--- config.mk ---
export PLATFORM = sky130hd
export DESIGN_NAME = memoryStage
export DESIGN_NICKNAME = d
export VERILOG_FILES = /design/src/design/cpuPkg.sv /design/src/design/memoryStage.sv
export SDC_FILE = /design/constraint.sdc
export NUM_CORES = 2
export LEC_CHECK = 0
export ABC_AREA = 1
export ABC_CLOCK_PERIOD_IN_PS = 7440
export BUFFER_PORTS_ARGS = -buffer_cell sky130_fd_sc_hd__buf_2
export CAP_MARGIN = 20
export CORE_MARGIN = 2
export CORE_UTILIZATION = 35
export DETAILED_ROUTE_END_ITERATION = 10
export MAX_ROUTING_LAYER = met4
export SYNTH_ARGS = -nofsm -noshare
export SYNTH_HDL_FRONTEND = slang
export SYNTH_SLANG_ARGS = --single-unit
export TNS_END_PERCENT = 1
--- constraint.sdc ---
create_clock -name clock -period 7.44 [get_ports clock]
set_input_delay 2.232 -clock clock [delete_from_list [all_inputs] [get_ports clock]]
set_output_delay 2.232 -clock clock [all_outputs]
set_load 0.005 [all_outputs]
--- src/design/cpuPkg.sv ---
package cpuPkg;

    // Datapath and memory sizes
    localparam int dataWidth    = 32;
    localparam int regAddrWidth = 5;
    localparam int memWords     = 64;
    localparam int memAddrWidth = 6;

    // Opcodes
    localparam logic [5:0] opRType = 6'b00_0000;
    localparam logic [5:0] opAddi  = 6'b00_1000;
    localparam logic [5:0] opLw    = 6'b10_0011;
    localparam logic [5:0] opSw    = 6'b10_1011;
    localparam logic [5:0] opBeq   = 6'b00_0100;

    // R-type funct field
    localparam logic [5:0] fnAdd = 6'b10_0000;
    localparam logic [5:0] fnSub = 6'b10_0010;
    localparam logic [5:0] fnAnd = 6'b10_0100;
    localparam logic [5:0] fnOr  = 6'b10_0101;
    localparam logic [5:0] fnSlt = 6'b10_1010;

    // ALU operations
    localparam int aluOpWidth = 3;
    localparam logic [aluOpWidth-1:0] aluAdd = 3'd0;
    localparam logic [aluOpWidth-1:0] aluSub = 3'd1;
    localparam logic [aluOpWidth-1:0] aluAnd = 3'd2;
    localparam logic [aluOpWidth-1:0] aluOr  = 3'd3;
    localparam logic [aluOpWidth-1:0] aluSlt = 3'd4;

    // One instruction word, seen as R-type or as I-type
    typedef union packed {
        struct packed {
            logic [5:0]              opcode;
            logic [regAddrWidth-1:0] rs;
            logic [regAddrWidth-1:0] rt;
            logic [regAddrWidth-1:0] rd;
            logic [4:0]              shamt;
            logic [5:0]              funct;
        } r;
        struct packed {
            logic [5:0]              opcode;
            logic [regAddrWidth-1:0] rs;
            logic [regAddrWidth-1:0] rt;
            logic [15:0]             imm;
        } i;
    } instrT;

endpackage

--- src/design/memoryStage.sv ---
`timescale 1ns/1ps

module memoryStage import cpuPkg::*;
(
    input  logic                    clock,
    input  logic                    i_rstN,
    input  logic                    i_regWrite,
    input  logic                    i_memToReg,
    input  logic                    i_memWrite,
    input  logic                    i_branch,
    input  logic                    i_zero,
    input  logic [dataWidth-1:0]    i_aluOut,
    input  logic [dataWidth-1:0]    i_storeData,
    input  logic [regAddrWidth-1:0] i_writeReg,
    input  logic [dataWidth-1:0]    i_branchTarget,
    output logic                    o_branchTaken,
    output logic [dataWidth-1:0]    o_branchTarget,
    output logic                    o_memRegWrite,
    output logic [regAddrWidth-1:0] o_memWriteReg,
    output logic [dataWidth-1:0]    o_memAluOut,
    output logic                    o_wbWrite,
    output logic [regAddrWidth-1:0] o_wbReg,
    output logic [dataWidth-1:0]    o_wbData,
    output logic                    o_storeValid,
    output logic [dataWidth-1:0]    o_storeAddr,
    output logic [dataWidth-1:0]    o_storeData
);

    logic [dataWidth-1:0] dmem [memWords];

    logic                    wbRegWrite;
    logic                    wbMemToReg;
    logic [dataWidth-1:0]    wbAluOut;
    logic [dataWidth-1:0]    wbReadData;
    logic [memAddrWidth-1:0] wordAddr;

    assign wordAddr = i_aluOut[memAddrWidth+1:2];

    // beq taken when the operands compared equal
    assign o_branchTaken  = i_branch && i_zero;
    assign o_branchTarget = i_branchTarget;

    assign o_memRegWrite = i_regWrite;
    assign o_memWriteReg = i_writeReg;
    assign o_memAluOut   = i_aluOut;

    assign o_storeValid = i_memWrite;
    assign o_storeAddr  = i_aluOut;
    assign o_storeData  = i_storeData;

    always_ff @(posedge clock)
    begin
        if (i_memWrite)
            dmem[wordAddr] <= i_storeData;
    end

    // MEM/WB register
    always_ff @(posedge clock)
    begin
        if (!i_rstN)
            wbRegWrite <= 1'b0;
        else
            wbRegWrite <= i_regWrite;
        wbMemToReg <= i_memToReg;
        wbAluOut   <= i_aluOut;
        wbReadData <= dmem[wordAddr];
        o_wbReg    <= i_writeReg;
    end

    // Writes to r0 are dropped here
    assign o_wbWrite = wbRegWrite && o_wbReg != '0;
    assign o_wbData  = wbMemToReg ? wbReadData : wbAluOut;

endmodule

==> metrics.yaml, run 1 <==
overflow: 0
yosysWarningCount: 0
synth_cells: 8657
cts_hold_buf: 0
grt_pass1_wl_um: 382000
cts_buffers: 209
htree_levels: 4
clock-sinks: 2119
initial_utilization: 0.353
ys_seq_area_frac: 0.709
syn_avg_cell_area_um2: 10.3
haltStage: "detailed routing (5_2_route)"
io-pin-count: 282
gp_congestion: 0.861
hpwl_um: 145000
first_global_vias: 56300
error_line: "[ERROR DRT-0255] Maze Route cannot find path of net i_branchTarget[14] in worker of routeBox ( 483000 289800 ) ( 507530 338100 )."
die_height_um: 508
yosysUniqueCellTypes: 24
antenna_found_initial: 25
clockBufferDepth: 3
syn_nets: 8765
syn_area_um2: 88700
postCtsResizedCells: 0
status: "stopped before the end"
rows: 184
postCtsSetupBuffers: 0
grt_max_degree: 190
grtUsageTotal: 0.205
portBuffers: 217
ys_seq_elements: 2119
dieWidth_um: 508
clockRootBuffer: "clkbuf_16"
[metrics by stage]
stage,hold WS [ns],worst slack (ns),instance area (um^2),instances
after global routing,0.876,1.89,100000,12300
after floorplan,0.608,0.928,88700,8657
after CTS,0.801,1.91,100000,12200
after detailed placement,0.782,1.86,93400,11900
after global placement,0.779,1.89,93400,11800
[synthesized netlist by cell type, drive strengths merged]
cell type,n,share of area
dfxtp,71,0.016
clkbuf,123,0.0052
or2,6,0.00042
or4,1,0.000085
nand2,5730,0.24
nor4,2,0.00014
edfxtp,2048,0.69
nor2,137,0.0058
inv,32,0.0014
nand3,13,0.00073
buf,438,0.029
clkinv,1,0.000056
o21ai,8,0.00045
nor3,8,0.00085
o211ai,5,0.00042
mux2,32,0.0041
nand4,2,0.00014
[kinds of logic after synthesis]
family / count (synthesis) / synth area share
multiplexers: 32 / 0.00406
AND/OR/NAND/NOR: 5899 / 0.251
buffers and inverters: 594 / 0.0355
flip-flops: 2119 / 0.709
AO/OA/AOI/OAI: 13 / 0.000874
[per-layer routing]
layer  GRT usage
met2       0.323
met1       0.276
met5           -
met4      0.0582
met3      0.0317
==> run 2: changes to the inputs <==
CORE_UTILIZATION = 20   (was 35)
MAX_ROUTING_LAYER = not set   (was met4)
PLACE_DENSITY_LB_ADDON = 0.15   (was not set)
==> run 2 against run 1 <==
  * The flow now finishes without violations
  * Global-route usage fell by 5.4 points
  * Area after synthesis is the same
  * Synthesized cell count unchanged
==> metrics.yaml, run 2 <==
finalSetupViolCount: 0
clkLatencyLatePin_ns: 0.91
max_freq_mhz: 179
post-route-period-util: 0.749
r2r_start: "dmem[28][12]"
tightest_slew_ns: 1.18
ant_nets: 0
ys_seq_area_frac: 0.709
postCtsSetupBuffers: 0
syn_nets: 8765
die-area_um2: 449000
worstHoldPathType: "reg -> reg"
reg2reg_depth: 10
peakVddDrop_uv: 163
path_clk_slew_ns: 0.06
hpwl_um: 202000
yosysUniqueCellTypes: 24
yosysWarningCount: 0
worstPathArrival_ns: 3.34
first_global_vias: 58700
ys_top_cells_by_count: "5730 x nand2_1, 2048 x edfxtp_1, 239 x buf_2"
cts_tree: "built"
top_register: "dmem"
htree_levels: 5
drv_slew: 0
finalHoldViolations: 0
holdWs_ns: 0.810
dp.cells: 14400
reg_top3: "dmem x2048, wbAluOut x32, wbReadData x32"
grtUsageTotal: 0.152
p_clk_frac: 0.470
fp.coreArea_um2: 442000
largest_register_ff_count: 2048
dieWidth_um: 670
fill_cells: 47300
die_height_um: 670
sw_frac_of_total: 0.241
final_cells: 14900
cp-start-kind: "primary input"
switchingPower_mw: 6.86
ys_seq_elements: 2119
rows: 244
grt_pass1_wl_um: 483000
cellPowerDensity_nw_per_um2: 269
rrSetupSlack_ns: 5.28
routed_via_density: 4.01
cpPeakStageDelay_ns: 0.55
gp_congestion: 0.749
vias: 59900
clockBufferDepth: 4
synthToLayoutAreaGrowth_pct: 19.3
portBuffers: 217
wl_per_cell_um: 23.4
synth_ff_type: "edfxtp_1"
drive_gt1_frac: 0.103
timing.critical_path.cells: "buf_8 > buf_4 > buf_2"
dr.pass1.iters: 5
postCtsResizedCells: 0
synth_most_common_cell: "nand2_1"
synth_top_area_frac: 0.693
min_from: "dmem[14][30]"
nNetsFinal: 8909
p_int_mw: 21.6
synth_cells: 8657
synthTopCellsByArea: "edfxtp_1 69%, nand2_1 24%, dfxtp_1 1.6%"
drtIter0Drc: 4941
overflow: 0
required_ns: 5.21
cp-end-kind: "primary output"
reg2reg_to: "wbReadData[12]"
postRouteWirelength_um: 350000
syn_area_um2: 88700
syn_avg_cell_area_um2: 10.3
clockRootBuffer: "clkbuf_16"
slew_headroom: 0.213
rsz0062_at_grt: "no"
clock-sinks: 2119
leakage_nw: 42.7
initial_utilization: 0.201
setup_tns_ns: 0
crit_fanout: 48
fin_crit_ns: 5.58
pwr-share-comb: 0.063
seqPwrFrac: 0.467
cts_buffers: 271
cp_slowest_cell: "buf_4"
final_common_cell: "nand2_1"
synthArstFlopShare: 0
fin_worst_skew_ns: 0.0796
drv_cap: 0
cts_hold_buf: 0
holdPathStages: 10
grt_max_degree: 153
synth_edf_count: 2048
min_delay_worst_endpoint: "wbReadData[30]"
yosys.area.top_type: "edfxtp_1"
status: "finished, final reports clean"
power.total_mw: 28.4
route.detailed.drc: 0
critical_path_class: "in -> out"
io-pin-count: 282
antenna_found_initial: 50
final_cell_mix: "5730 x nand2_1, 2048 x edfxtp_1, 275 x clkbuf_16"
run 2: metrics by stage:
step,setup slack (ns),util,area (um^2)
floorplan,0.928,-,88700
global placement,1.22,0.219,96900
detailed placement,1.29,0.219,96900
CTS,1.80,0.239,106000
global route,1.77,0.240,106000
finish,1.86,0.240,106000
run 2: layout make-up:
type | count | area [um^2] | share of cell area
inverter | 33 | 155 | 0.00147
antenna | 26 | 65.1 | 0.000615
tap | 5904 | 7390 | 0.0698
multi-input combinational | 5944 | 23200 | 0.219
timing repair buffer | 432 | 3240 | 0.0306
clock buffer | 344 | 7260 | 0.0686
clock inverter | 135 | 1620 | 0.0153
sequential | 2119 | 62900 | 0.594
run 2: metal layers:
layer | global-route usage | vias up | wire, um
met5 | 0 | - | 32
met4 | 0.0416 | 6 | 9610
met3 | 0.0188 | 420 | 15300
met2 | 0.259 | 1432 | 169000
met1 | 0.201 | 29800 | 156000
li1 | - | 28200 | -
run 2: cell families (layout without fill, tap and decap cells):
group	Yosys count	after routing	synth area share
AND/OR/NAND/NOR	5899	5899	0.251
buffers and inverters	594	944	0.0355
other	0	26	0
flip-flops	2119	2119	0.709
AO/OA/AOI/OAI	13	13	0.000874
multiplexers	32	32	0.00406
run 2: power by group through the flow:
stage	logic (mW)	registers, mW	clock network [mW]
4_1_cts	1.85	13.3	13.8
5_1_grt	1.99	13.3	14.2
3_3_place_gp	1.86	13.5	0
2_1_floorplan	0.918	13.5	0
6_report	1.79	13.3	13.4
3_5_place_dp	1.85	13.5	0
run 2: worst max-delay path: cells and delay by family:
family,cells,cell delay (ns)
buffers and inverters,3,1.09
run 2: worst max-delay path by stage:
stage           startpoint              to  slack [ns]  cells after the start
2_1_floorplan  i_aluOut[2]     dmem[40][0]        0.93                      5
3_3_place_gp   i_aluOut[2]  wbReadData[30]        1.22                     11
3_5_place_dp   i_aluOut[2]  wbReadData[30]        1.29                     11
4_1_cts        i_aluOut[2]  o_memAluOut[2]        1.80                      3
5_1_grt        i_aluOut[2]  o_memAluOut[2]        1.77                      3
6_report       i_aluOut[2]  o_memAluOut[2]        1.86                      3
No activity file was read; power rests on OpenSTA's default activity.
