$ cat config.mk
export PLATFORM = sky130hd
export DESIGN_NAME = fetchStage
export DESIGN_NICKNAME = d
export VERILOG_FILES = /design/src/design/cpuPkg.sv /design/src/design/fetchStage.sv
export SDC_FILE = /design/constraint.sdc
export NUM_CORES = 2
export LEC_CHECK = 0
export ABC_CLOCK_PERIOD_IN_PS = 4200
export BUFFER_PORTS_ARGS = -buffer_cell sky130_fd_sc_hd__buf_2
export CAP_MARGIN = 20
export CORE_MARGIN = 8
export CORE_UTILIZATION = 54
export DETAILED_ROUTE_END_ITERATION = 10
export GPL_TIMING_DRIVEN = 0
export HOLD_SLACK_MARGIN = 0.1
export PLACE_DENSITY = 0.73
export SLEW_MARGIN = 20
export SYNTH_ARGS = -nofsm -noshare
export SYNTH_HDL_FRONTEND = slang
export SYNTH_SLANG_ARGS = --single-unit
export TNS_END_PERCENT = 100
$ cat constraint.sdc
create_clock -name clock -period 4.2 [get_ports clock]
set_input_delay 0.84 -clock clock [delete_from_list [all_inputs] [get_ports clock]]
set_output_delay 0.84 -clock clock [all_outputs]
set_load 0.01 [all_outputs]
$ cat src/design/cpuPkg.sv
package cpuPkg;

    // Datapath and memory sizes
    localparam int dataWidth    = 32;
    localparam int regAddrWidth = 5;
    localparam int memWords     = 64;
    localparam int memAddrWidth = 6;

    // Opcodes
    localparam logic [5:0] opRType = 6'b00_0000;
    localparam logic [5:0] opAddi  = 6'b00_1000;
    localparam logic [5:0] opLw    = 6'b10_0011;
    localparam logic [5:0] opSw    = 6'b10_1011;
    localparam logic [5:0] opBeq   = 6'b00_0100;

    // R-type funct field
    localparam logic [5:0] fnAdd = 6'b10_0000;
    localparam logic [5:0] fnSub = 6'b10_0010;
    localparam logic [5:0] fnAnd = 6'b10_0100;
    localparam logic [5:0] fnOr  = 6'b10_0101;
    localparam logic [5:0] fnSlt = 6'b10_1010;

    // ALU operations
    localparam int aluOpWidth = 3;
    localparam logic [aluOpWidth-1:0] aluAdd = 3'd0;
    localparam logic [aluOpWidth-1:0] aluSub = 3'd1;
    localparam logic [aluOpWidth-1:0] aluAnd = 3'd2;
    localparam logic [aluOpWidth-1:0] aluOr  = 3'd3;
    localparam logic [aluOpWidth-1:0] aluSlt = 3'd4;

    // One instruction word, seen as R-type or as I-type
    typedef union packed {
        struct packed {
            logic [5:0]              opcode;
            logic [regAddrWidth-1:0] rs;
            logic [regAddrWidth-1:0] rt;
            logic [regAddrWidth-1:0] rd;
            logic [4:0]              shamt;
            logic [5:0]              funct;
        } r;
        struct packed {
            logic [5:0]              opcode;
            logic [regAddrWidth-1:0] rs;
            logic [regAddrWidth-1:0] rt;
            logic [15:0]             imm;
        } i;
    } instrT;

endpackage

$ cat src/design/fetchStage.sv
`timescale 1ns/1ps

module fetchStage import cpuPkg::*;
(
    input  logic                    clock,
    input  logic                    i_rstN,
    input  logic                    i_run,
    input  logic                    i_imemWe,
    input  logic [memAddrWidth-1:0] i_imemAddr,
    input  logic [dataWidth-1:0]    i_imemData,
    input  logic                    i_stall,
    input  logic                    i_branchTaken,
    input  logic [dataWidth-1:0]    i_branchTarget,
    output instrT                   o_instr,
    output logic [dataWidth-1:0]    o_pcPlus4
);

    logic [dataWidth-1:0] imem [memWords];
    logic [dataWidth-1:0] pc;
    logic [dataWidth-1:0] pcPlus4;

    assign pcPlus4 = pc + 32'd4;

    // Word-wide load port
    always_ff @(posedge clock)
    begin
        if (i_imemWe)
            imem[i_imemAddr] <= i_imemData;
    end

    // Program counter
    always_ff @(posedge clock)
    begin
        if (!i_rstN || !i_run)
            pc <= '0;
        else if (i_branchTaken)
            pc <= i_branchTarget;
        else if (!i_stall)
            pc <= pcPlus4;
    end

    // IF/ID register, squashed to a no-op on a taken branch
    always_ff @(posedge clock)
    begin
        if (!i_rstN || !i_run || i_branchTaken)
            o_instr <= '0;
        else if (!i_stall)
            o_instr <= imem[pc[memAddrWidth+1:2]];

        if (!i_stall)
            o_pcPlus4 <= pcPlus4;
    end

endmodule

# Word level (Yosys, flattened, before mapping)
# Memory sizes are Yosys's and may differ from the RTL's. A register that Yosys moved wholly into a read port is not among the register bits.
# Cells that the tools add are included.
dict set report totals {
  inputBits 76
  ff_bits 64
  ramBits 2048
  memories 1
  word_cells 14
  output_inout_bits 64
}
dict set report op_classes {
  eq_ne 1
  reduce_logical 5
  n_mux 4
  addsub 1
}
# memory words width read_ports rd_clocked_by_memory_dff wr line_no
set memory_table {}
lappend memory_table {imem 64 32 1 1 1 fetchStage.sv:18} ;# logic [dataWidth-1:0] imem [memWords];
# op n
set ops {}
lappend ops {{32-bit two-way mux} 2}
lappend ops {{32-bit by 3-bit adder with 32-bit output, second input constant} 1}
lappend ops {{1-bit logical NOT} 3}
lappend ops {{1-bit logical OR} 2}
lappend ops {{1-bit two-way mux} 2}
lappend ops {{2-bit by 1-bit inequality test with 1-bit output, second input constant} 1}

# Longest topological paths before layout
dict set report logic_depth {
  depth_word 3
  ltp_mapped 9
  depth_no_buf 6
}

# Worst setup path before layout
# No wires, ideal clock.
dict set report synth_path {
  kind {input-to-reg}
  startpoint {input i_imemAddr[5]}
  endpoint {memory imem[48][0], enable pin}
  required_ns 3.739
  path_buffers 1
  t_arrival_ns 3.735
  slack_ns 0.004
  cell_stages 4
  cell_sequence {clkbuf_1 -> nand3_1 -> or3_1 -> nor3_1}
}
# element line_no
set synth_lines {}
lappend synth_lines {{start, declared} fetchStage.sv:9} ;# input logic [memAddrWidth-1:0] i_imemAddr,
lappend synth_lines {{end, declared} fetchStage.sv:18}
# Straight into the memory's write port.

==> run metrics <==
area of placed instances=88100 um2; status=complete, but fails checks; Tot GR Track Use=0.285; Congestion Overflow GR=0; Mapped Cells=3911; CP Max Fanout=10; P&R area growth vs syn=15.1%; CORE AREA=152000 um2; VDD IR max=approximately 380 uV; CP arrival=a little over 5 ns; io pins=140; max-slew violation count=0; critical path type=reg2reg; first-pass GRT wire length=328 mm; leakage dissipation=0.0291 uW; period utilization=1.02; fin nets=4420; average routed wire per standard cell=36.2 um; initial antenna violation count=15; Layout Skew=0.0354 ns; chip width=406 um; Mapped Nets=3988; DRC Markers=1; FF+latch count, synth=2144; Reg2Reg Depth=8; crit end category=register; dpl hpwl=155 mm; crit start category=register; Root Driver=clkbuf_16; reg2reg end=o_instr[9]$_SDFFE_PP0N_; largest net degree at the start of global routing=65; Clock Latency Late Sink=0.85 ns; Power Density=464 nW/um2; failing checks=design-rule violations, negative setup slack; Post-Route WL=237 mm; Max Cap Viol=0; DR top layer=met5; DIE AREA=roughly 170000 um2; worst rel slew slack=0.154; Initial Utilization=0.542; crit path time final=4.30 ns; PortBufs=133; Hold Vio Cnt, Final=0; post-synthesis sequential area ratio=0.774; Vias=43854; DR pass1 iterations=8; Most used DFF post-synth=edfxtp_1; register area=63700 um2; setup TNS=-0.214 ns; Distinct cells, synth=55; Via density=6.69; GPL Wtd Cong=0.950; Worst R2R Start=pc[3]$_SDFFE_PP0N_; Synth async-reset ratio=0; worst min path class=in2reg; Reg clk slew, reported paths=0.06 ns; Longest Clk Path Bufs=3; yosys warns=0; postcts setup bufs=0; Final WS setup=-0.0977 ns; RSZ-0062 raised after global routing=no; final instance area=approximately 95000 um2; CTS buffer count=201; met3 WL post-DR=32.5 mm; Critical Path Start=pc[3]$_SDFFE_PP0N_; worst setup path endpoint=o_instr[9]$_SDFFE_PP0N_; maximum clock rate=233 MHz; Final ANT Viol Nets=0; number of global-route vias before repair=43219; number of enable flip-flop cells after synthesis=around 2100; area of the multi-input gates=18000 um2; FF-to-FF setup slack=-0.1 ns; total chip power=44000 uW; Fill cells=between 10000 and 15000; Iteration-0 DRC Markers=around 7200; die height=406 um; synthesized area per cell=~21 um2; WL met2=109 mm; Final setup viols=6; WL met1=between 80 and 90 mm; Post-Syn Area=82300 um2; CTS tree=yes; layout cells sized above 1=0.253; Clock Sinks=roughly 2100; row count=about 140; Slew @ Worst Pin=about 1.3 ns; CP Data Required Time=about 5.0 ns; CTS HTree Levels=4
[repair_timing]
action	4_1_cts	5_1_grt
setup endpoints to repair	21	9
hold buffers	0	0
gates resized for setup	19	9
pin swaps	0	0
[stage by stage]
stage | std cells | utilization | setup slack, ns | hold slack [ns]
floorplan | 3911 | - | 0.00385 | 0.408
global placement | 6074 | 0.564 | -2.49 | 0.414
detailed placement | 6168 | 0.580 | -0.403 | 0.434
CTS | 6542 | 0.624 | 0.0251 | 0.232
global route | 6546 | 0.624 | 0.0179 | 0.267
finish | 6551 | 0.625 | -0.0977 | 0.270
[worst min path at each step]
stage / start / end / slack [ns] / depth (start not counted)
finish: i_branchTarget[2] / pc[2]$_SDFFE_PP0N_ / 0.27 / 3
CTS: i_branchTarget[2] / pc[2]$_SDFFE_PP0N_ / 0.23 / 3
global route: i_branchTarget[2] / pc[2]$_SDFFE_PP0N_ / 0.27 / 3
global placement: pc[0]$_SDFFE_PP0P_ / o_pcPlus4[0]$_DFFE_PN_ / 0.41 / 0
floorplan: pc[0]$_SDFFE_PP0P_ / o_pcPlus4[0]$_DFFE_PN_ / 0.41 / 0
detailed placement: pc[0]$_SDFFE_PP0P_ / o_pcPlus4[0]$_DFFE_PN_ / 0.43 / 0
[routing by layer]
metal	track usage	up-vias
met4	0.143	10
li1	-	17162
met2	0.439	3463
met3	0.0889	634
met5	0	-
met1	0.370	22585
[power by group]
part | internal (uW) | leakage (uW) | switching (uW)
Combinational | 629 | 0.00659 | 1430
Clock | 10300 | 0.00320 | 7880
Sequential | 23600 | 0.0193 | 62.1
Total | 34600 | 0.0291 | 9370
[state kept, by name, indices dropped and copies added, names as in the netlist]
signal,cells
imem,2048
pc,32
o_pcPlus4,32
o_instr,32
[synth_stat cells (2+ instances only)]
| library cell | number | area, um2 |
|---|---|---|
| edfxtp_1 | 2080 | 62500 |
| mux4_2 | 450 | 10100 |
| mux2i_1 | 265 | 2650 |
| nor2_1 | 199 | 747 |
| clkbuf_1 | 113 | 424 |
| o21ai_0 | 80 | 400 |
| nand2_1 | 77 | 289 |
| buf_2 | 74 | 370 |
| dfxtp_1 | 64 | 1280 |
| a21oi_1 | 46 | 230 |
| a22oi_1 | 40 | 300 |
| nand3_1 | 31 | 155 |
| a211oi_1 | 30 | 225 |
| a311oi_1 | 30 | 263 |
| a31oi_1 | 30 | 188 |
| a22o_1 | 28 | 245 |
| xnor2_1 | 27 | 236 |
| o22ai_1 | 26 | 163 |
| buf_1 | 24 | 90.1 |
| xor2_1 | 24 | 210 |
| a221oi_1 | 19 | 166 |
| buf_4 | 15 | 113 |
| nor3_1 | 15 | 75.1 |
| o22a_1 | 15 | 131 |
| nor4_1 | 14 | 87.6 |
| nor2b_1 | 13 | 81.3 |
| nand2b_1 | 11 | 68.8 |
| o21bai_1 | 11 | 82.6 |
| inv_1 | 8 | 30.0 |
| or3_1 | 8 | 50.1 |
| nand4_1 | 5 | 31.3 |
| or4_1 | 4 | 30.0 |
| a211o_1 | 3 | 26.3 |
| and2_1 | 3 | 18.8 |
| mux2_2 | 3 | 33.8 |
| nand3b_1 | 2 | 15.0 |
| nor4b_1 | 2 | 17.5 |
| o2bb2ai_1 | 2 | 17.5 |
| o311a_1 | 2 | 20.0 |
| or2_2 | 2 | 12.5 |
| or3b_2 | 2 | 17.5 |
[area by class of cell]
type | instances | area share
sequential | 2144 | 0.673
multi-input combinational | 1531 | 0.190
clock buffer | 250 | 0.0566
timing repair buffer | 229 | 0.0296
tap | 2030 | 0.0268
clock inverter | 124 | 0.0124
buffer | 227 | 0.0111
inverter | 9 | 0.000357
antenna | 7 | 0.000185
[logic make-up after synthesis]
kind of cell,count (synthesis),synth area share
DFF,2144,0.774
adders and majority gates,1,0.000152
buffers and inverters,236,0.0127
and+or+nand+nor,393,0.0211
muxes,718,0.156
AOI/OAI and AO/OA,368,0.0305
xor gates and xnor gates,51,0.00543
[worst max-delay path, stage by stage (launching register included)]
cell	delay [ns]
dfxtp_1	0.32
buf_2	0.23
clkbuf_2	0.45
clkdlybuf4s15_1	0.80
mux4_2	0.37
mux2i_1	0.17
a211oi_1	0.81
nand3_1	0.72
a31oi_1	0.30
[cell usage in the layout, fill, tap and decap left out, drive strengths merged, types with 15 or more instances in the layout]
master  instances
buf           339
mux4          450
o21ai          80
edfxtp       2080
a21oi          46
bufinv         21
mux2i         265
a211oi         30
a22o           28
a31oi          30
xnor2          27
dfxtp          64
nand2          77
clkinv         92
o22ai          26
a221oi         19
o22a           15
nand3          31
a311oi         30
clkbuf        364
xor2           24
a22oi          40
nor3           15
nor2          199
No activity file was read; power rests on OpenSTA's default activity.
