<file path="config.mk">
export PLATFORM = sky130hd
export DESIGN_NAME = decodeStage
export DESIGN_NICKNAME = d
export VERILOG_FILES = /design/src/design/cpuPkg.sv /design/src/design/decodeStage.sv
export SDC_FILE = /design/constraint.sdc
export NUM_CORES = 2
export LEC_CHECK = 0
export BUFFER_PORTS_ARGS = -buffer_cell sky130_fd_sc_hd__buf_2
export CORE_MARGIN = 3
export CORE_UTILIZATION = 65
export CTS_BUF_LIST = sky130_fd_sc_hd__clkbuf_8 sky130_fd_sc_hd__clkbuf_16
export DETAILED_ROUTE_END_ITERATION = 6
export PLACE_DENSITY_LB_ADDON = 0.3
export SYNTH_ARGS = -nofsm -noshare
export SYNTH_HDL_FRONTEND = slang
export SYNTH_SLANG_ARGS = --single-unit
export TNS_END_PERCENT = 1
</file>
<file path="constraint.sdc">
create_clock -name clock -period 9 [get_ports clock]
set_input_delay 1.8 -clock clock [delete_from_list [all_inputs] [get_ports clock]]
set_output_delay 1.8 -clock clock [all_outputs]
set_load 0.01 [all_outputs]
</file>
<file path="src/design/cpuPkg.sv">
package cpuPkg;

    // Datapath and memory sizes
    localparam int dataWidth    = 32;
    localparam int regAddrWidth = 5;
    localparam int memWords     = 64;
    localparam int memAddrWidth = 6;

    // Opcodes
    localparam logic [5:0] opRType = 6'b00_0000;
    localparam logic [5:0] opAddi  = 6'b00_1000;
    localparam logic [5:0] opLw    = 6'b10_0011;
    localparam logic [5:0] opSw    = 6'b10_1011;
    localparam logic [5:0] opBeq   = 6'b00_0100;

    // R-type funct field
    localparam logic [5:0] fnAdd = 6'b10_0000;
    localparam logic [5:0] fnSub = 6'b10_0010;
    localparam logic [5:0] fnAnd = 6'b10_0100;
    localparam logic [5:0] fnOr  = 6'b10_0101;
    localparam logic [5:0] fnSlt = 6'b10_1010;

    // ALU operations
    localparam int aluOpWidth = 3;
    localparam logic [aluOpWidth-1:0] aluAdd = 3'd0;
    localparam logic [aluOpWidth-1:0] aluSub = 3'd1;
    localparam logic [aluOpWidth-1:0] aluAnd = 3'd2;
    localparam logic [aluOpWidth-1:0] aluOr  = 3'd3;
    localparam logic [aluOpWidth-1:0] aluSlt = 3'd4;

    // One instruction word, seen as R-type or as I-type
    typedef union packed {
        struct packed {
            logic [5:0]              opcode;
            logic [regAddrWidth-1:0] rs;
            logic [regAddrWidth-1:0] rt;
            logic [regAddrWidth-1:0] rd;
            logic [4:0]              shamt;
            logic [5:0]              funct;
        } r;
        struct packed {
            logic [5:0]              opcode;
            logic [regAddrWidth-1:0] rs;
            logic [regAddrWidth-1:0] rt;
            logic [15:0]             imm;
        } i;
    } instrT;

endpackage

</file>
<file path="src/design/decodeStage.sv">
`timescale 1ns/1ps

module decodeStage import cpuPkg::*;
(
    input  logic                    clock,
    input  logic                    i_rstN,
    input  instrT                   i_instr,
    input  logic [dataWidth-1:0]    i_pcPlus4,
    input  logic                    i_branchTaken,
    input  logic                    i_wbWrite,
    input  logic [regAddrWidth-1:0] i_wbReg,
    input  logic [dataWidth-1:0]    i_wbData,
    output logic                    o_stall,
    output logic                    o_regWrite,
    output logic                    o_memToReg,
    output logic                    o_memWrite,
    output logic                    o_branch,
    output logic                    o_aluSrc,
    output logic [aluOpWidth-1:0]   o_aluOp,
    output logic [dataWidth-1:0]    o_srcA,
    output logic [dataWidth-1:0]    o_srcB,
    output logic [regAddrWidth-1:0] o_rs,
    output logic [regAddrWidth-1:0] o_rt,
    output logic [regAddrWidth-1:0] o_writeReg,
    output logic [dataWidth-1:0]    o_imm,
    output logic [dataWidth-1:0]    o_pcPlus4
);

    logic [dataWidth-1:0] regFile [2**regAddrWidth];

    logic                  decRegWrite;
    logic                  decMemToReg;
    logic                  decMemWrite;
    logic                  decBranch;
    logic                  decAluSrc;
    logic                  decRegDst;
    logic [aluOpWidth-1:0] decAluOp;
    logic [dataWidth-1:0]  readA;
    logic [dataWidth-1:0]  readB;

    // Register read with write-through, r0 is hardwired to zero
    function automatic logic [dataWidth-1:0] readReg(input logic [regAddrWidth-1:0] idx);
        logic [dataWidth-1:0] value;
        if (idx == '0)
            value = '0;
        else if (i_wbWrite && i_wbReg == idx)
            value = i_wbData;
        else
            value = regFile[idx];
        return value;
    endfunction

    // Control decode, anything unknown stays a no-op
    always_comb
    begin
        decRegWrite = 1'b0;
        decMemToReg = 1'b0;
        decMemWrite = 1'b0;
        decBranch   = 1'b0;
        decAluSrc   = 1'b1;
        decRegDst   = 1'b0;
        decAluOp    = aluAdd;
        case (i_instr.r.opcode)
            opRType:
            begin
                decAluSrc = 1'b0;
                decRegDst = 1'b1;
                decRegWrite = 1'b1;
                case (i_instr.r.funct)
                    fnAdd: decAluOp = aluAdd;
                    fnSub: decAluOp = aluSub;
                    fnAnd: decAluOp = aluAnd;
                    fnOr:  decAluOp = aluOr;
                    fnSlt: decAluOp = aluSlt;
                    default: decRegWrite = 1'b0;
                endcase
            end
            opAddi: decRegWrite = 1'b1;
            opLw:
            begin
                decRegWrite = 1'b1;
                decMemToReg = 1'b1;
            end
            opSw: decMemWrite = 1'b1;
            opBeq:
            begin
                decAluSrc = 1'b0;
                decAluOp  = aluSub;
                decBranch = 1'b1;
            end
            default: ;
        endcase
    end

    always_comb
    begin
        readA = readReg(i_instr.r.rs);
        readB = readReg(i_instr.r.rt);
    end

    // Load in execute feeding the instruction in decode
    assign o_stall = o_memToReg && (o_rt == i_instr.r.rs || o_rt == i_instr.r.rt);

    always_ff @(posedge clock)
    begin
        if (!i_rstN)
        begin
            for (int k = 0; k < 2**regAddrWidth; k++)
                regFile[k] <= '0;
        end
        else if (i_wbWrite)
            regFile[i_wbReg] <= i_wbData;
    end

    // ID/EX register, a bubble on stall or taken branch
    always_ff @(posedge clock)
    begin
        if (!i_rstN || o_stall || i_branchTaken)
        begin
            o_regWrite <= 1'b0;
            o_memToReg <= 1'b0;
            o_memWrite <= 1'b0;
            o_branch   <= 1'b0;
        end
        else
        begin
            o_regWrite <= decRegWrite;
            o_memToReg <= decMemToReg;
            o_memWrite <= decMemWrite;
            o_branch   <= decBranch;
        end
        o_aluSrc   <= decAluSrc;
        o_aluOp    <= decAluOp;
        o_srcA     <= readA;
        o_srcB     <= readB;
        o_rs       <= i_instr.r.rs;
        o_rt       <= i_instr.r.rt;
        o_writeReg <= decRegDst ? i_instr.r.rd : i_instr.r.rt;
        o_imm      <= {{(dataWidth-16){i_instr.i.imm[15]}}, i_instr.i.imm};
        o_pcPlus4  <= i_pcPlus4;
    end

endmodule

</file>
# After elaboration in Yosys (flattened, before gate mapping)
# Memories as Yosys holds them, arrays and structs flattened.
# Cells that the tools add are included.
dict set report totals {
  regBits 135
  mem_bits_rw 1024
  in_bits 105
  out_inout_bits 152
  elab_cells 60
  mem_count 1
}
# memory depth word_bits rd rd_clocked_by_memory_dff wr line
set memory_table {}
lappend memory_table {regFile 32 32 2 0 32 decodeStage.sv:29} ;# logic [dataWidth-1:0] regFile [2**regAddrWidth];
dict set report classes {
  n_eq_ne 13
  muxes 19
  n_reduce_logical 14
}
# op n
set op_table {}
lappend op_table {{two-way mux 32 bit} 3}
lappend op_table {{== test 6 bit, second input constant} 7}
lappend op_table {{OR reduction 32 bit} 1}
lappend op_table {{== test 5 bit} 4}
lappend op_table {{one-hot mux 3 bit (4 select lines)} 1}
lappend op_table {{two-way mux 1 bit} 11}
lappend op_table {{zero test 5 bit} 2}
lappend op_table {{two-way mux 5 bit} 2}
lappend op_table {{== test 6 x 3 -> 1 bit, second input constant} 1}
lappend op_table {{== test 6 x 4 -> 1 bit, second input constant} 1}
lappend op_table {{zero test 6 bit} 1}
lappend op_table {{one-hot mux 3 bit (2 select lines)} 1}
lappend op_table {{OR reduction 5 bit} 1}
lappend op_table {{OR reduction 2 bit} 2}
lappend op_table {{logical AND 1 bit} 3}
lappend op_table {{logical OR 1 bit} 3}
lappend op_table {{one-hot mux 1 bit (2 select lines)} 1}
lappend op_table {{zero test 1 bit} 1}

# Depth between registers and ports, before layout
dict set report depth {
  word_depth 5
  ltp_mapped 9
  mapped_depth_nobuf 5
}

# Least setup slack after synthesis
# Ideal clock, no wire load.
dict set report synth_path {
  path_type {input-to-reg}
  start {input port i_rstN}
  end {memory regFile[28][0] (enable)}
  setup_ps 466
  arrival_ps 5053
  t_required_ps 8534
  slack_ps 3481
  stages 6
  path_buffers 3
  path_cell_list {clkbuf_1 nand2_1 or3_1 clkbuf_1 clkbuf_1 o21ai_0}
}
# element line
set synth_rtl {}
lappend synth_rtl {{start: declaration} decodeStage.sv:6} ;# input logic i_rstN,
lappend synth_rtl {{end: declaration} decodeStage.sv:29}

# Final worst setup path
dict set report layout_path {
  start {input port i_instr[25] (netlist bit)}
  end {output port o_stall}
}
dict set report layout_between {
  elab_chain_len 3
}
# element line
set layout_lines {}
lappend layout_lines {{start: declaration} decodeStage.sv:7} ;# input instrT i_instr,
lappend layout_lines {{== test 5 bit} decodeStage.sv:102} ;# assign o_stall = o_memToReg && (o_rt == i_instr.r.rs || o_rt == i_instr.r.rt);
lappend layout_lines {{logical OR 1 bit} decodeStage.sv:102}
lappend layout_lines {{logical AND 1 bit} decodeStage.sv:102}
lappend layout_lines {{end: declaration} decodeStage.sv:13} ;# output logic o_stall,
# Every way passes these cells.

==> flow_summary.yaml <==
die:
  start_util_pct: 65.9
  dieWidth_um: 306
  row_count: 109
  core_area_sq_um: 88900
  num_io_pins: 257
  die_y_um: 306
  die-area_sq_um: 93800
sta:
  rsz0062_at_grt: "false"
  fin_skew_ns: 0.0203
  setup_viol: 0
  timing.final.ws_setup_ns: 3.30
  drv_slew: 20
  tns_ns: 0
  max_slew_margin_pct: -4.89
  finalHoldViolCount: 0
  tightest_slew_ns: 1.57
  fin_crit_ns: 5.70
  whs_ns: 0.631
  fin_crit_sh_pct: 63.4
  fmax_ghz: 0.175
logic_synthesis:
  synth_edf_count: 1024
  yosysWarnings: 0
  synth_cell_types: 55
  synth_top_family_by_area: "multiplexers"
  synthArstFlopShare_pct: 0
  synth-simple-area-share_pct: 12.8
  synth_xor_area_share_pct: 0.299
  synth-seq-cells: 1159
  seq_area_frac_synth_pct: 57.1
  avgSynthCellArea_sq_um: 14.2
  ys.flop_type: "edfxtp_1"
  syn_area_sq_um: 58600
  muxShareOfSynthArea_pct: 19.9
  yosys.area_share.adder_pct: 0
  syn_nets: 4233
  synth_compound_area_share_pct: 6.53
  syn_inst: 4128
power_and_ir_drop:
  peakVddDrop_uv: 171
  leakagePower_nw: 23.5
  power_density_nw_per_um2: 197
worst_hold_path:
  min_path_type: "reg2reg"
setup_path:
  startpoint_type: "input pin"
  cp.required_ns: 7.20
  critPathArrivalTime_ns: 3.90
  end_kind: "primary output"
  path_max_fanout: 35
  criticalPathCategory: "in2out"
placed_design:
  dp.cells: 5209
  dp_slack_ns: 3.45
  dp_hpwl_mm: 119
  place_area_sq_um: 61000
  gp_congestion: 0.921
  numPortBuffers: 256
global_routing:
  grt_pass1_wl_mm: 292
  grt_usage_pct: 44.3
  grt_max_degree: 105
  grt-ovfl-total: 0
  grt_pass1_vias: 40800
  antenna_found_initial: 29
clock_tree:
  root_buffer: "clkbuf_16"
  clkSlewWorstSetupHoldPaths_ns: 0.06
  cts_setup_buffers: 0
  cts_resized: 0
  hold_buffers: 0
  cts_sinks: 1159
  clk-insertion-delay-late_ns: 0.74
  clockBufferDepth: 3
  h-tree-depth: 3
  numCtsBuffers: 120
  cts_tree: "yes"
cells_and_area:
  synthToLayoutAreaGrowth_pct: 10.8
  drive_above_1_share_pct: 23.2
  stdcell_area_sq_um: 64900
  instances_no_fill: 5465
  multi_input_area_sq_um: 23800
  seq_area_sq_um: 33500
  n_fill_cell: 5499
  fin_nets: 4271
outcome:
  status: "finished, violations left"
  violations: "design-rule violations, max-capacitance violations, max-slew violations"
route:
  drc_errors: 2
  wl_mm: 209
  dr.pass1.iters: 7
  viasPerCell: 7.70
  ant_nets: 0
  first_iter_violations: 7891
  dr_total_vias: 42100
  wire_per_inst_um: 38.2
job:
  maxCapViolCount: 1
==> metal layers <==
metal / up-vias / part of all wire (%) / GRT usage [%]
li1: 15800 / - / -
met1: 20400 / 32 / 56.6
met2: 4672 / 42 / 62.3
met3: 1132 / 18 / 18.4
met4: 14 / 8.3 / 29.9
met5: - / 0.044 / 0
==> path summary, 6_finish.rpt <==
kind,slack [ns],cells past startpoint,end,from
setup reg to reg,6.87,5,o_srcA[26],regFile[9][26]
setup / recovery,3.30,7,o_stall,i_instr[25]
hold reg to reg,0.63,2,o_branch,o_memToReg
hold / removal,0.63,2,o_branch,o_memToReg
==> logic make-up after synthesis <==
logic type	count (synthesis)
and+or+nand+nor	1238
DFF	1159
muxes	721
AOI/OAI and AO/OA	538
buffers and inverters	452
xor gates and xnor gates	20
==> layout make-up <==
class | count | area share [%]
Tap cell | 1165 | 2.25
Sequential cell | 1159 | 51.5
Multi-Input combinational cell | 2517 | 36.7
Clock buffer | 131 | 4.89
Antenna cell | 26 | 0.100
Clock inverter | 99 | 1.13
Inverter | 5 | 0.0308
Timing Repair Buffer | 363 | 3.37
==> power by group <==
| group | leakage (nW) | switching (mW) | total (mW) | internal [mW] |
|---|---|---|---|---|
| registers | 10.9 | 0.192 | 6.36 | 6.17 |
| logic | 10.6 | 0.927 | 1.50 | 0.571 |
| clock network | 2.03 | 2.14 | 4.93 | 2.79 |
| total | 23.5 | 3.26 | 12.8 | 9.53 |
==> sequential cells by signal (all words and copies together) (netlist names), 3 cells and up <==
signal      count
o_rs            5
o_writeReg      5
regFile      1024
o_aluOp         3
o_srcA         32
o_imm          16
o_srcB         32
o_rt            5
o_pcPlus4      32
==> Yosys cell counts (32+ instances only) <==
cell,count,area share [%]
and2_1,1027,11
edfxtp_1,1024,52
mux2i_1,360,6.1
mux4_2,355,14
clkbuf_1,309,2.0
dfxtp_1,135,4.6
o21ai_0,106,0.91
a21oi_1,95,0.81
a221oi_1,74,1.1
buf_2,74,0.63
a22oi_1,65,0.83
nand2_1,63,0.40
nor2_1,48,0.31
o221ai_1,43,0.64
buf_4,37,0.47
a221o_1,35,0.60
nor3_1,33,0.28
a32o_1,32,0.55
==> critical path: stages <==
cell and delay, ns:
buf_4 0.49, buf_4 0.68, xnor2_1 0.20, nand3_1 0.11, o22ai_1 0.20, and2_1 0.21
buf_2 0.15
==> cells in the final DEF, fill, tap and decap left out, drive strengths merged, types with 58 or more instances in the layout <==
master | synthesis | layout
a22oi | 65 | 65
nand2 | 63 | 63
edfxtp | 1024 | 1024
and2 | 1028 | 1028
mux2i | 360 | 360
clkbuf | 309 | 131
a221oi | 74 | 74
buf | 138 | 363
clkinv | 0 | 58
mux4 | 355 | 355
a21oi | 95 | 95
o21ai | 107 | 107
dfxtp | 135 | 135
==> through the flow <==
stage / power (mW) / utilization, %
6_report: 12.8 / 73.0
3_3_place_gp: 7.84 / 68.5
3_5_place_dp: 7.88 / 68.5
5_1_grt: 13.0 / 73.0
4_1_cts: 12.7 / 72.9
2_1_floorplan: 7.29 / -
Power figures use the tool's default switching activity.
