**src/design/cpuPkg.sv**
```systemverilog
package cpuPkg;

    // Datapath and memory sizes
    localparam int dataWidth    = 32;
    localparam int regAddrWidth = 5;
    localparam int memWords     = 64;
    localparam int memAddrWidth = 6;

    // Opcodes
    localparam logic [5:0] opRType = 6'b00_0000;
    localparam logic [5:0] opAddi  = 6'b00_1000;
    localparam logic [5:0] opLw    = 6'b10_0011;
    localparam logic [5:0] opSw    = 6'b10_1011;
    localparam logic [5:0] opBeq   = 6'b00_0100;

    // R-type funct field
    localparam logic [5:0] fnAdd = 6'b10_0000;
    localparam logic [5:0] fnSub = 6'b10_0010;
    localparam logic [5:0] fnAnd = 6'b10_0100;
    localparam logic [5:0] fnOr  = 6'b10_0101;
    localparam logic [5:0] fnSlt = 6'b10_1010;

    // ALU operations
    localparam int aluOpWidth = 3;
    localparam logic [aluOpWidth-1:0] aluAdd = 3'd0;
    localparam logic [aluOpWidth-1:0] aluSub = 3'd1;
    localparam logic [aluOpWidth-1:0] aluAnd = 3'd2;
    localparam logic [aluOpWidth-1:0] aluOr  = 3'd3;
    localparam logic [aluOpWidth-1:0] aluSlt = 3'd4;

    // One instruction word, seen as R-type or as I-type
    typedef union packed {
        struct packed {
            logic [5:0]              opcode;
            logic [regAddrWidth-1:0] rs;
            logic [regAddrWidth-1:0] rt;
            logic [regAddrWidth-1:0] rd;
            logic [4:0]              shamt;
            logic [5:0]              funct;
        } r;
        struct packed {
            logic [5:0]              opcode;
            logic [regAddrWidth-1:0] rs;
            logic [regAddrWidth-1:0] rt;
            logic [15:0]             imm;
        } i;
    } instrT;

endpackage

```
**src/design/executeStage.sv**
```systemverilog
`timescale 1ns/1ps

module executeStage import cpuPkg::*;
(
    input  logic                    clock,
    input  logic                    i_rstN,
    input  logic                    i_regWrite,
    input  logic                    i_memToReg,
    input  logic                    i_memWrite,
    input  logic                    i_branch,
    input  logic                    i_aluSrc,
    input  logic [aluOpWidth-1:0]   i_aluOp,
    input  logic [dataWidth-1:0]    i_srcA,
    input  logic [dataWidth-1:0]    i_srcB,
    input  logic [regAddrWidth-1:0] i_rs,
    input  logic [regAddrWidth-1:0] i_rt,
    input  logic [regAddrWidth-1:0] i_writeReg,
    input  logic [dataWidth-1:0]    i_imm,
    input  logic [dataWidth-1:0]    i_pcPlus4,
    input  logic                    i_branchTaken,
    input  logic                    i_memRegWrite,
    input  logic [regAddrWidth-1:0] i_memWriteReg,
    input  logic [dataWidth-1:0]    i_memAluOut,
    input  logic                    i_wbWrite,
    input  logic [regAddrWidth-1:0] i_wbReg,
    input  logic [dataWidth-1:0]    i_wbData,
    output logic                    o_regWrite,
    output logic                    o_memToReg,
    output logic                    o_memWrite,
    output logic                    o_branch,
    output logic                    o_zero,
    output logic [dataWidth-1:0]    o_aluOut,
    output logic [dataWidth-1:0]    o_storeData,
    output logic [regAddrWidth-1:0] o_writeReg,
    output logic [dataWidth-1:0]    o_branchTarget
);

    logic [dataWidth-1:0] opA;
    logic [dataWidth-1:0] fwdB;
    logic [dataWidth-1:0] opB;
    logic [dataWidth-1:0] aluResult;

    // MEM result wins over WB result
    function automatic logic [dataWidth-1:0] forward(
        input logic [regAddrWidth-1:0] idx,
        input logic [dataWidth-1:0]    regValue
    );
        logic [dataWidth-1:0] value;
        if (i_memRegWrite && i_memWriteReg != '0 && i_memWriteReg == idx)
            value = i_memAluOut;
        else if (i_wbWrite && i_wbReg == idx)
            value = i_wbData;
        else
            value = regValue;
        return value;
    endfunction

    always_comb
    begin
        opA  = forward(i_rs, i_srcA);
        fwdB = forward(i_rt, i_srcB);
        opB  = i_aluSrc ? i_imm : fwdB;
    end

    always_comb
    begin
        case (i_aluOp)
            aluSub:  aluResult = opA - opB;
            aluAnd:  aluResult = opA & opB;
            aluOr:   aluResult = opA | opB;
            // Signed compare
            aluSlt:  aluResult = {31'd0, $signed(opA) < $signed(opB)};
            default: aluResult = opA + opB;
        endcase
    end

    // EX/MEM register
    always_ff @(posedge clock)
    begin
        if (!i_rstN || i_branchTaken)
        begin
            o_regWrite <= 1'b0;
            o_memToReg <= 1'b0;
            o_memWrite <= 1'b0;
            o_branch   <= 1'b0;
        end
        else
        begin
            o_regWrite <= i_regWrite;
            o_memToReg <= i_memToReg;
            o_memWrite <= i_memWrite;
            o_branch   <= i_branch;
        end
        o_zero         <= (aluResult == '0);
        o_aluOut       <= aluResult;
        o_storeData    <= fwdB;
        o_writeReg     <= i_writeReg;
        o_branchTarget <= i_pcPlus4 + (i_imm << 2);
    end

endmodule

```
**config.mk**
```make
export PLATFORM = sky130hd
export DESIGN_NAME = executeStage
export DESIGN_NICKNAME = d
export VERILOG_FILES = /design/src/design/cpuPkg.sv /design/src/design/executeStage.sv
export SDC_FILE = /design/constraint.sdc
export NUM_CORES = 1
export LEC_CHECK = 0
export BUFFER_PORTS_ARGS = -buffer_cell sky130_fd_sc_hd__buf_4
export CORE_MARGIN = 1.5
export CORE_UTILIZATION = 40
export DETAILED_ROUTE_END_ITERATION = 6
export GPL_ROUTABILITY_DRIVEN = 0
export GPL_TIMING_DRIVEN = 1
export PLACE_DENSITY = 0.66
export REMOVE_ABC_BUFFERS = 1
export SLEW_MARGIN = 20
export SYNTH_ARGS = -nofsm -noshare
export SYNTH_HDL_FRONTEND = slang
export SYNTH_SLANG_ARGS = --single-unit
```
**constraint.sdc**
```tcl
create_clock -name clock -period 7.5 [get_ports clock]
set_input_delay 0.75 -clock clock [delete_from_list [all_inputs] [get_ports clock]]
set_output_delay 0.75 -clock clock [all_outputs]
set_load 0.005 [all_outputs]
```
# Word level (Yosys, flattened, before mapping)
# Index checks and enable logic that the tools add are counted.
[totals] reg_bits=106 input_bits=230 elab_cells=38
[op_classes] add_sub_neg=3 n_lt_le_gt_ge=1 n_eq_ne=8 muxes=6 n_bitwise=2 n_reduce_logical=9
[op_table] operator="two-way mux 32 bit" n=5
[op_table] operator="case mux 32 bit (4 select lines)" n=1
[op_table] operator="adder 32 bit" n=2
[op_table] operator="AND 32 bit" n=1
[op_table] operator="zero test 32 bit" n=1
[op_table] operator="< comparator 32 bit" n=1
[op_table] operator="OR 32 bit" n=1
[op_table] operator="subtractor 32 bit" n=1
[op_table] operator="== test 5 bit" n=4
[op_table] operator="== test 3 x 2 -> 1 bit, second input constant" n=2
[op_table] operator="logical AND 1 bit" n=5
[op_table] operator="nonzero test 5 bit" n=1
[op_table] operator="== test 3 x 1 -> 1 bit, second input constant" n=1
[op_table] operator="== test 3 bit, second input constant" n=1
[op_table] operator="zero test 1 bit" n=1
[op_table] operator="logical OR 1 bit" n=1

# Depth between registers and ports, before layout
# Gate-level depths: netlist (run 1).
[logic_depth] depth_word=8 depth_mapped=22 ltp_nobuf=19

# Worst setup path before layout (run 1)
# No wires, ideal clock.
[synth_path] path_kind="in2reg" startpoint="in i_rs[2]" endpoint="reg o_zero" arrival_ps=5590 t_required_ps=7413 setup_slack_ps=1822 path_stages=21 path_buffers=3 path_cell_list="xor2_1 nor4_1 and3_1 clkbuf_1 clkbuf_1 mux2i_1 o21ai_0 inv_1 fa_1 o21ba_1 or4_1 buf_2 a21oi_2 mux2i_1 or3_4 or3b_1 nor4_2 nand4_1 nor3_2 nand4b_1 nor4b_2"
[synth_via] elab_chain_len=7 elab_cells_between_ends=13
[synth_rtl] element="start: declaration" line="executeStage.sv:15" text="input logic [regAddrWidth-1:0] i_rs,"
[synth_rtl] element="== test 5 bit" line="executeStage.sv:51" text="else if (i_wbWrite && i_wbReg == idx)"
[synth_rtl] element="logical AND 1 bit" line="executeStage.sv:51"
[synth_rtl] element="two-way mux 32 bit" line="executeStage.sv:51"
[synth_rtl] element="two-way mux 32 bit (*)" line="executeStage.sv:49" text="if (i_memRegWrite && i_memWriteReg != '0 && i_memWriteReg == idx)"
[synth_rtl] element="adder 32 bit, or another cell as far along" line="executeStage.sv:73" text="default: aluResult = opA + opB;"
[synth_rtl] element="case mux 32 bit (4 select lines) (*)" line="executeStage.sv:67" text="case (i_aluOp)"
[synth_rtl] element="via aluResult[10]" line="executeStage.sv:41" text="logic [dataWidth-1:0] aluResult;"
[synth_rtl] element="zero test 32 bit (*)" line="executeStage.sv:94" text="o_zero <= (aluResult == '0);"
[synth_rtl] element="end signal: assignment" line="executeStage.sv:94"
[synth_rtl] element="end: declaration" line="executeStage.sv:31" text="output logic o_zero,"
# Mark *: on every way through the listed nets, which the timed path passes. The rest lies on a longest branch.
# A chain may end at the register's enable or synchronous reset.

# Worst setup path after layout (run 1)
[layout_path] startpoint="in i_memWriteReg[1]" endpoint="reg o_zero"
[layout_via] elab_chain_len=8 elab_cells_between_ends=16
[layout_rtl] element="start: declaration" line="executeStage.sv:22" text="input logic [regAddrWidth-1:0] i_memWriteReg,"
[layout_rtl] element="nonzero test 5 bit" line="executeStage.sv:49"
[layout_rtl] element="logical AND 1 bit (2 in a row)" line="executeStage.sv:49"
[layout_rtl] element="two-way mux 32 bit" line="executeStage.sv:49"
[layout_rtl] element="two-way mux 32 bit" line="executeStage.sv:62" text="opB = i_aluSrc ? i_imm : fwdB;"
[layout_rtl] element="adder 32 bit, or another cell as far along" line="executeStage.sv:73"
[layout_rtl] element="case mux 32 bit (4 select lines) (*)" line="executeStage.sv:67"
[layout_rtl] element="via aluResult[20]" line="executeStage.sv:41"
[layout_rtl] element="zero test 32 bit (*)" line="executeStage.sv:94"
# Marks and branches as above.

==> impl_metrics.json, run 1 <==
{
  "syn_area_per_cell_sq_um": 7.607,
  "tightestPinTransition_ns": 0.9350,
  "finalWirelength_mm": 36.74,
  "io_buffers": 335,
  "min_period_ns": 6.127,
  "drive_above_1_share_pct": 25.09,
  "cts_resized": 0,
  "clock_sinks": 106,
  "wl_per_cell_microns": 17.91,
  "drcViolationCount": 0,
  "hold_viol": 0,
  "static-leakage-power_nw": 6.334,
  "synth_largest_area_cell": "dfxtp_1",
  "grt_use_total_pct": 25.48,
  "holdWs_ns": 0.4771,
  "powerDensity_nw_per_um2": 166.8,
  "max_stage_delay_ns": 0.55,
  "vias": 11670,
  "via_per_inst": 5.687,
  "yosysMostFrequentCell": "nand2_1",
  "utilization_pct": 51.95,
  "ctsHtreeMaxLevel": 3,
  "arrival_ns": 6.42,
  "cp-end-kind": "register",
  "seqPwrFrac_pct": 29.8,
  "post_cts_buffers": 0,
  "syn_inst": 1424,
  "ant_nets": 0,
  "p_comb_share_pct": 48.0,
  "clockPowerShare_pct": 22.2,
  "rsz0062_at_grt": "false",
  "setup-violations-final": 0,
  "fp.coreArea_sq_um": 26800,
  "ios": 336,
  "synth_top_family_by_area": "compound AO/OA/AOI/OAI gates",
  "grt_max_degree": 67,
  "die_w_microns": 167.6,
  "min_path_cells": 1,
  "maxSlewHeadroom_pct": 37.52,
  "cts_buffers": 9,
  "path_max_fanout": 64,
  "final_area_sq_um": 13920,
  "grt_pass1_wl_mm": 57.91,
  "internal_power_mw": 1.433,
  "min_path_type": "primary input to register",
  "synth_xor_area_share_pct": 3.800,
  "clkSlewWorstSetupHoldPaths_ns": 0.08,
  "antenna_cells": 0,
  "swShare_pct": 38.32,
  "layout.nets": 2063,
  "cts_hold_buf": 0,
  "p_switching_uw": 889.9,
  "worstPathRequired_ns": 7.79,
  "synth-edff-count": 0,
  "synth_simple_gate_area_share_pct": 17.57,
  "start_util_pct": 40.42,
  "ys_ff_latch": 106,
  "worst_ir_drop_vdd_v": 0.00008804,
  "cap_violations": 0,
  "period_share_pct": 81.69,
  "rows": 60,
  "antenna_found_initial": 0,
  "slew_viol_final": 0,
  "layout_setup_ws_ns": 1.373,
  "status": "completed",
  "gr-total-overflow": 0,
  "chipHeight_microns": 167.6,
  "tritoncts": "built",
  "synth_area_leaders": "dfxtp_1, ha_1, mux2i_1",
  "placed_cell_area_sq_um": 13620,
  "first_pass_iters": 6,
  "syn2layout_area_growth_pct": 28.52,
  "ys_seq_area_share_pct": 19.59,
  "synthMuxAreaShare_pct": 9.875,
  "synth_top_area_share_pct": 19.59,
  "hpwl_mm": 28.79,
  "startpoint_type": "primary input",
  "cp_slowest_cell": "o21ai_0",
  "hold_path_end": "o_writeReg[3]",
  "ys_types": 80,
  "worstHoldStart": "i_writeReg[3]",
  "place_ws_ns": 0.9862,
  "worstSetupPathType": "primary input to register",
  "yosysWarnings": 0,
  "netlist_top_cells_count": "nand2_1, o21ai_0, ha_1, inv_1, dfxtp_1",
  "clock_path_buffers": 2,
  "synth_compound_area_share_pct": 27.44,
  "synth_adder_area_share_pct": 14.99,
  "crit_chain": "buf_4 > or4_1 > o21ai_0 > nor4_2 > buf_4 > o21ai_0 > inv_1 > fa_1 > o21ba_1 > or4_1 > a211oi_1 > nor3_1 > o211ai_1 > nand2_1 > a221oi_1 > o22ai_1 > nor4_1 > nand4b_1 > nor4b_2",
  "fmax_mhz": 163.2,
  "drtIter0Drc": 888,
  "die_area_sq_um": 28080,
  "ys_async_sr_fraction_pct": 0,
  "cts-root-buf": "clkbuf_16",
  "synth.cell_area_sq_um": 10830,
  "grt_pass1_vias": 11300,
  "synth_ff_type": "dfxtp_1"
}
cell families (layout without fill, tap and decap cells):
group / after synthesis / in the layout
AOI/OAI and AO/OA: 456 / 456
xor gates and xnor gates: 47 / 47
muxes: 103 / 103
buffers and inverters: 190 / 476
and+or+nand+nor: 394 / 394
DFF: 106 / 106
adders and majority gates: 128 / 128
worst max-delay path, delay by kind of cell:
family	cells	cell delay (ns)
AOI/OAI and AO/OA	7	2.18
buffers and inverters	3	0.62
adders and majority gates	1	0.50
and+or+nand+nor	8	2.35
layer usage:
metal	GRT usage, %	vias up	wire length [microns]
li1	-	5710	-
met1	32.61	5361	16050
met4	7.991	0	789
met2	43.17	538	16870
met5	0	-	0
met3	4.774	56	3032
area by class of cell:
type	instances	area (sq um)
multi-input cells	1128	8005
well taps	341	426.7
inverters	114	427.9
flip-flops and latches	106	2122
clock inverters	5	62.56
fillers	2565	12880
repair buffers	346	2635
clock buffers	11	242.7
sequential cells by signal (all words and copies together) (netlist names), 5 cells and up:
register and count:
o_branchTarget 32, o_storeData 32, o_aluOut 32, o_writeReg 5
cell usage in the layout, fill, tap and decap left out, types with 5 or more instances in the layout:
master / synthesis / layout
buf_4: 0 / 343
nand2_1: 139 / 139
o21ai_0: 137 / 137
ha_1: 125 / 125
inv_1: 112 / 112
dfxtp_1: 106 / 106
a21oi_1: 97 / 97
nor2_1: 89 / 88
mux2i_1: 72 / 72
a21o_1: 35 / 35
nand3_1: 32 / 32
mux2_2: 31 / 31
xor2_1: 24 / 24
nor3_1: 24 / 24
xnor2_1: 23 / 23
o211ai_1: 22 / 22
a211oi_1: 17 / 17
nor2b_1: 16 / 16
a221oi_1: 15 / 15
nand4_1: 13 / 13
o21a_1: 12 / 12
nand2b_1: 12 / 12
o22ai_1: 12 / 12
and2_1: 11 / 11
o31ai_1: 10 / 10
o21bai_1: 10 / 10
clkbuf_16: 0 / 9
nor4_1: 10 / 8
a31oi_1: 8 / 8
o221a_2: 8 / 8
or4_1: 7 / 7
and3_1: 9 / 7
a2111oi_0: 7 / 6
or2_2: 5 / 5
a2bb2oi_1: 5 / 5
o221ai_1: 5 / 5
power groups by stage:
stage / Combinational (mW) / Sequential, mW / Clock (mW)
detailed placement: 1.10 / 0.704 / 0
global route: 1.22 / 0.700 / 0.552
global placement: 1.09 / 0.704 / 0
finish: 1.12 / 0.691 / 0.516
CTS: 1.10 / 0.692 / 0.529
floorplan: 0.622 / 0.710 / 0
stage by stage:
step           power (mW)  setup TNS [ns]  instances
5_1_grt             2.467               0       2051
2_1_floorplan       1.332          -20.40       1348
6_report            2.323               0       2051
3_5_place_dp        1.799               0       2035
4_1_cts             2.322               0       2051
3_3_place_gp        1.790               0       2035
worst max-delay path by stage:
| stage | slack (ns) | end | from |
|---|---|---|---|
| after floorplan | -1.57 | o_zero | i_memWriteReg[2] |
| after global placement | 1.26 | o_zero | i_memWriteReg[1] |
| after detailed placement | 0.99 | o_zero | i_memWriteReg[1] |
| after CTS | 1.38 | o_zero | i_memWriteReg[1] |
| after global routing | 0.83 | o_zero | i_memWriteReg[1] |
| final | 1.37 | o_zero | i_memWriteReg[1] |
(Power assumes the default switching activity.)
==> run 2: changes to the inputs <==
--- a/config.mk
+++ b/config.mk
@@ -11,7 +11,7 @@
 export DETAILED_ROUTE_END_ITERATION = 6
 export GPL_ROUTABILITY_DRIVEN = 0
 export GPL_TIMING_DRIVEN = 1
-export PLACE_DENSITY = 0.66
+export PLACE_DENSITY = 0.68
 export REMOVE_ABC_BUFFERS = 1
 export SLEW_MARGIN = 20
 export SYNTH_ARGS = -nofsm -noshare
==> constraint.sdc (replaced) <==
create_clock -name clock -period 5.6 [get_ports clock]
set_input_delay 0.56 -clock clock [delete_from_list [all_inputs] [get_ports clock]]
set_output_delay 0.56 -clock clock [all_outputs]
set_load 0.005 [all_outputs]
==> run 2 against run 1 <==
Clock power up 26%. Worst hold slack worse by 0.18 ns. Sequential share of layout area down 0.94 points. Combinational power up 49%. Global-route usage up 1.9 points. Flip-flop and latch count unchanged. Critical path type unchanged. Setup slack worse by 1.1 ns. First-iteration DRC count up 18%. Critical path depth up 3. Via count up 5.0%. Utilization up 3.4 points.
==> impl_metrics.json, run 2 (same netlist as run 1, synthesis figures left out) <==
{
  "worstHoldStart": "i_pcPlus4[0]",
  "powerDensity_nw_per_um2": 218.5,
  "cts-root-buf": "clkbuf_16",
  "critPathBufInv": 4,
  "finalWirelength_mm": 39.41,
  "worstSetupPathType": "primary input to register",
  "grt_max_degree": 38,
  "grt_pass1_wl_mm": 61.78,
  "cts_buffers": 9,
  "slew_viol_final": 0,
  "setup-violations-final": 0,
  "syn2layout_area_growth_pct": 36.95,
  "rows": 60,
  "rsz0062_at_grt": "false",
  "cap_violations": 0,
  "worst_ir_drop_vdd_v": 0.0001675,
  "post_cts_buffers": 0,
  "critPathTopFamily": "compound AO/OA/AOI/OAI gates",
  "grt_use_total_pct": 27.38,
  "min_period_ns": 5.292,
  "static-leakage-power_nw": 6.918,
  "die_area_sq_um": 28080,
  "io_buffers": 335,
  "clock_sinks": 106,
  "drtIter0Drc": 1049,
  "tritoncts": "built",
  "layout_setup_ws_ns": 0.3078,
  "chipHeight_microns": 167.6,
  "gr-total-overflow": 0,
  "crit_cells": 22,
  "regArea_sq_um": 2122,
  "clkSlewWorstSetupHoldPaths_ns": 0.08,
  "via_per_inst": 5.644,
  "tightestPinTransition_ns": 0.7955,
  "period_share_pct": 94.50,
  "arrival_ns": 5.57,
  "grt_pass1_vias": 11860,
  "utilization_pct": 55.35,
  "layout.nets": 2184,
  "final_common_cell": "buf_4",
  "place_ws_ns": -0.1492,
  "antenna_found_initial": 0,
  "min_path_cells": 1,
  "multi_input_area_sq_um": 8036,
  "startpoint_type": "primary input",
  "total_power_mw": 3.241,
  "max_stage_delay_ns": 0.53,
  "drive_above_1_share_pct": 30.22,
  "ctsHtreeMaxLevel": 3,
  "maxSlewHeadroom_pct": 46.91,
  "crit_chain": "buf_4 > xor2_1 > nor4_1 > and3_2 > buf_12 > mux2i_1 > o21ai_0 > mux2_2 > ha_1 > buf_4 > nand2_1 > o21ai_0 > a21oi_1 > a31oi_1 > nand3_1 > o31ai_1 > o221a_2 > o22ai_1 > nor4_1 > buf_4 > nand4b_1 > nor4b_2",
  "hpwl_mm": 32.34,
  "path_max_fanout": 11,
  "first_pass_iters": 6,
  "fillerInstances": 2543,
  "start_util_pct": 40.42,
  "wl_per_cell_microns": 18.15,
  "min_path_type": "primary input to register",
  "fmax_mhz": 189.0,
  "layout_common_cells": "buf_4, nand2_1, o21ai_0",
  "cp_slowest_cell": "o21ai_0",
  "cp-end-kind": "register",
  "die_w_microns": 167.6,
  "fp.coreArea_sq_um": 26800,
  "drcViolationCount": 0,
  "cpMostUsedCell": "buf_4",
  "worstPathRequired_ns": 5.88,
  "clock_path_buffers": 2,
  "ios": 336,
  "hold_viol": 0,
  "status": "completed",
  "antenna_cells": 0,
  "vias": 12250,
  "reg_top3": "o_aluOut (32), o_branchTarget (32), o_storeData (32)",
  "ant_nets": 0,
  "hold_path_end": "o_branchTarget[0]"
}
-- run 2: cell types whose count changed in the layout (fill, tap and decap cells not counted), sizes merged --
cell,delta
buf,+121
bufinv,-1
clkbuf,-1
clkinvlp,+1
-- run 2: report_power, final --
part           switching, mW  total, mW  leakage, nW  internal [mW]
logic                  0.872       1.67         5.90          0.794
clock network          0.336      0.651        0.127          0.316
registers             0.0406      0.924        0.893          0.883
total                   1.25       3.24         6.92           1.99
-- run 2: timing repair --
action                                  in CTS  in global routing
resized for setup                            0                  5
hold buffers                                 0                  0
endpoints found under the setup margin       0                  1
-- run 2: worst max-delay path by stage --
stage / startpoint / endpoint / slack [ns]
floorplan: i_memWriteReg[2] / o_zero / -3.28
global placement: i_memWriteReg[2] / o_zero / -0.05
detailed placement: i_memWriteReg[2] / o_zero / -0.15
CTS: i_memWriteReg[2] / o_zero / 0.25
global route: i_memWriteReg[2] / o_zero / 0.004
finish: i_wbReg[2] / o_zero / 0.31
-- run 2: cell type report --
class                   count  share of cell area [%]
repair buffers            467                   23.88
multi-input cells        1128                   54.17
clock buffers              10                   1.611
flip-flops and latches    106                   14.30
inverters                 114                   2.884
clock inverters             5                  0.2699
well taps                 341                   2.876
-- run 2: per-stage QoR --
stage	TNS, ns	hold slack (ns)	cells	area (sq um)
detailed placement	-0.1492	0.6658	2156	14530
finish	0	0.2955	2171	14840
global placement	-0.05137	0.6646	2156	14530
floorplan	-75.98	0.5877	1348	10530
CTS	0	0.2850	2171	14810
global route	0	0.2854	2171	14840
-- run 2: layer usage --
layer  vias to the layer above  GRT usage (%)  wire (microns)
met2                       618          45.42           17960
met4                         0          8.108             941
li1                       5935              -               -
met1                      5623          35.80           17120
met3                        77          5.412            3384
met5                         -              0               0
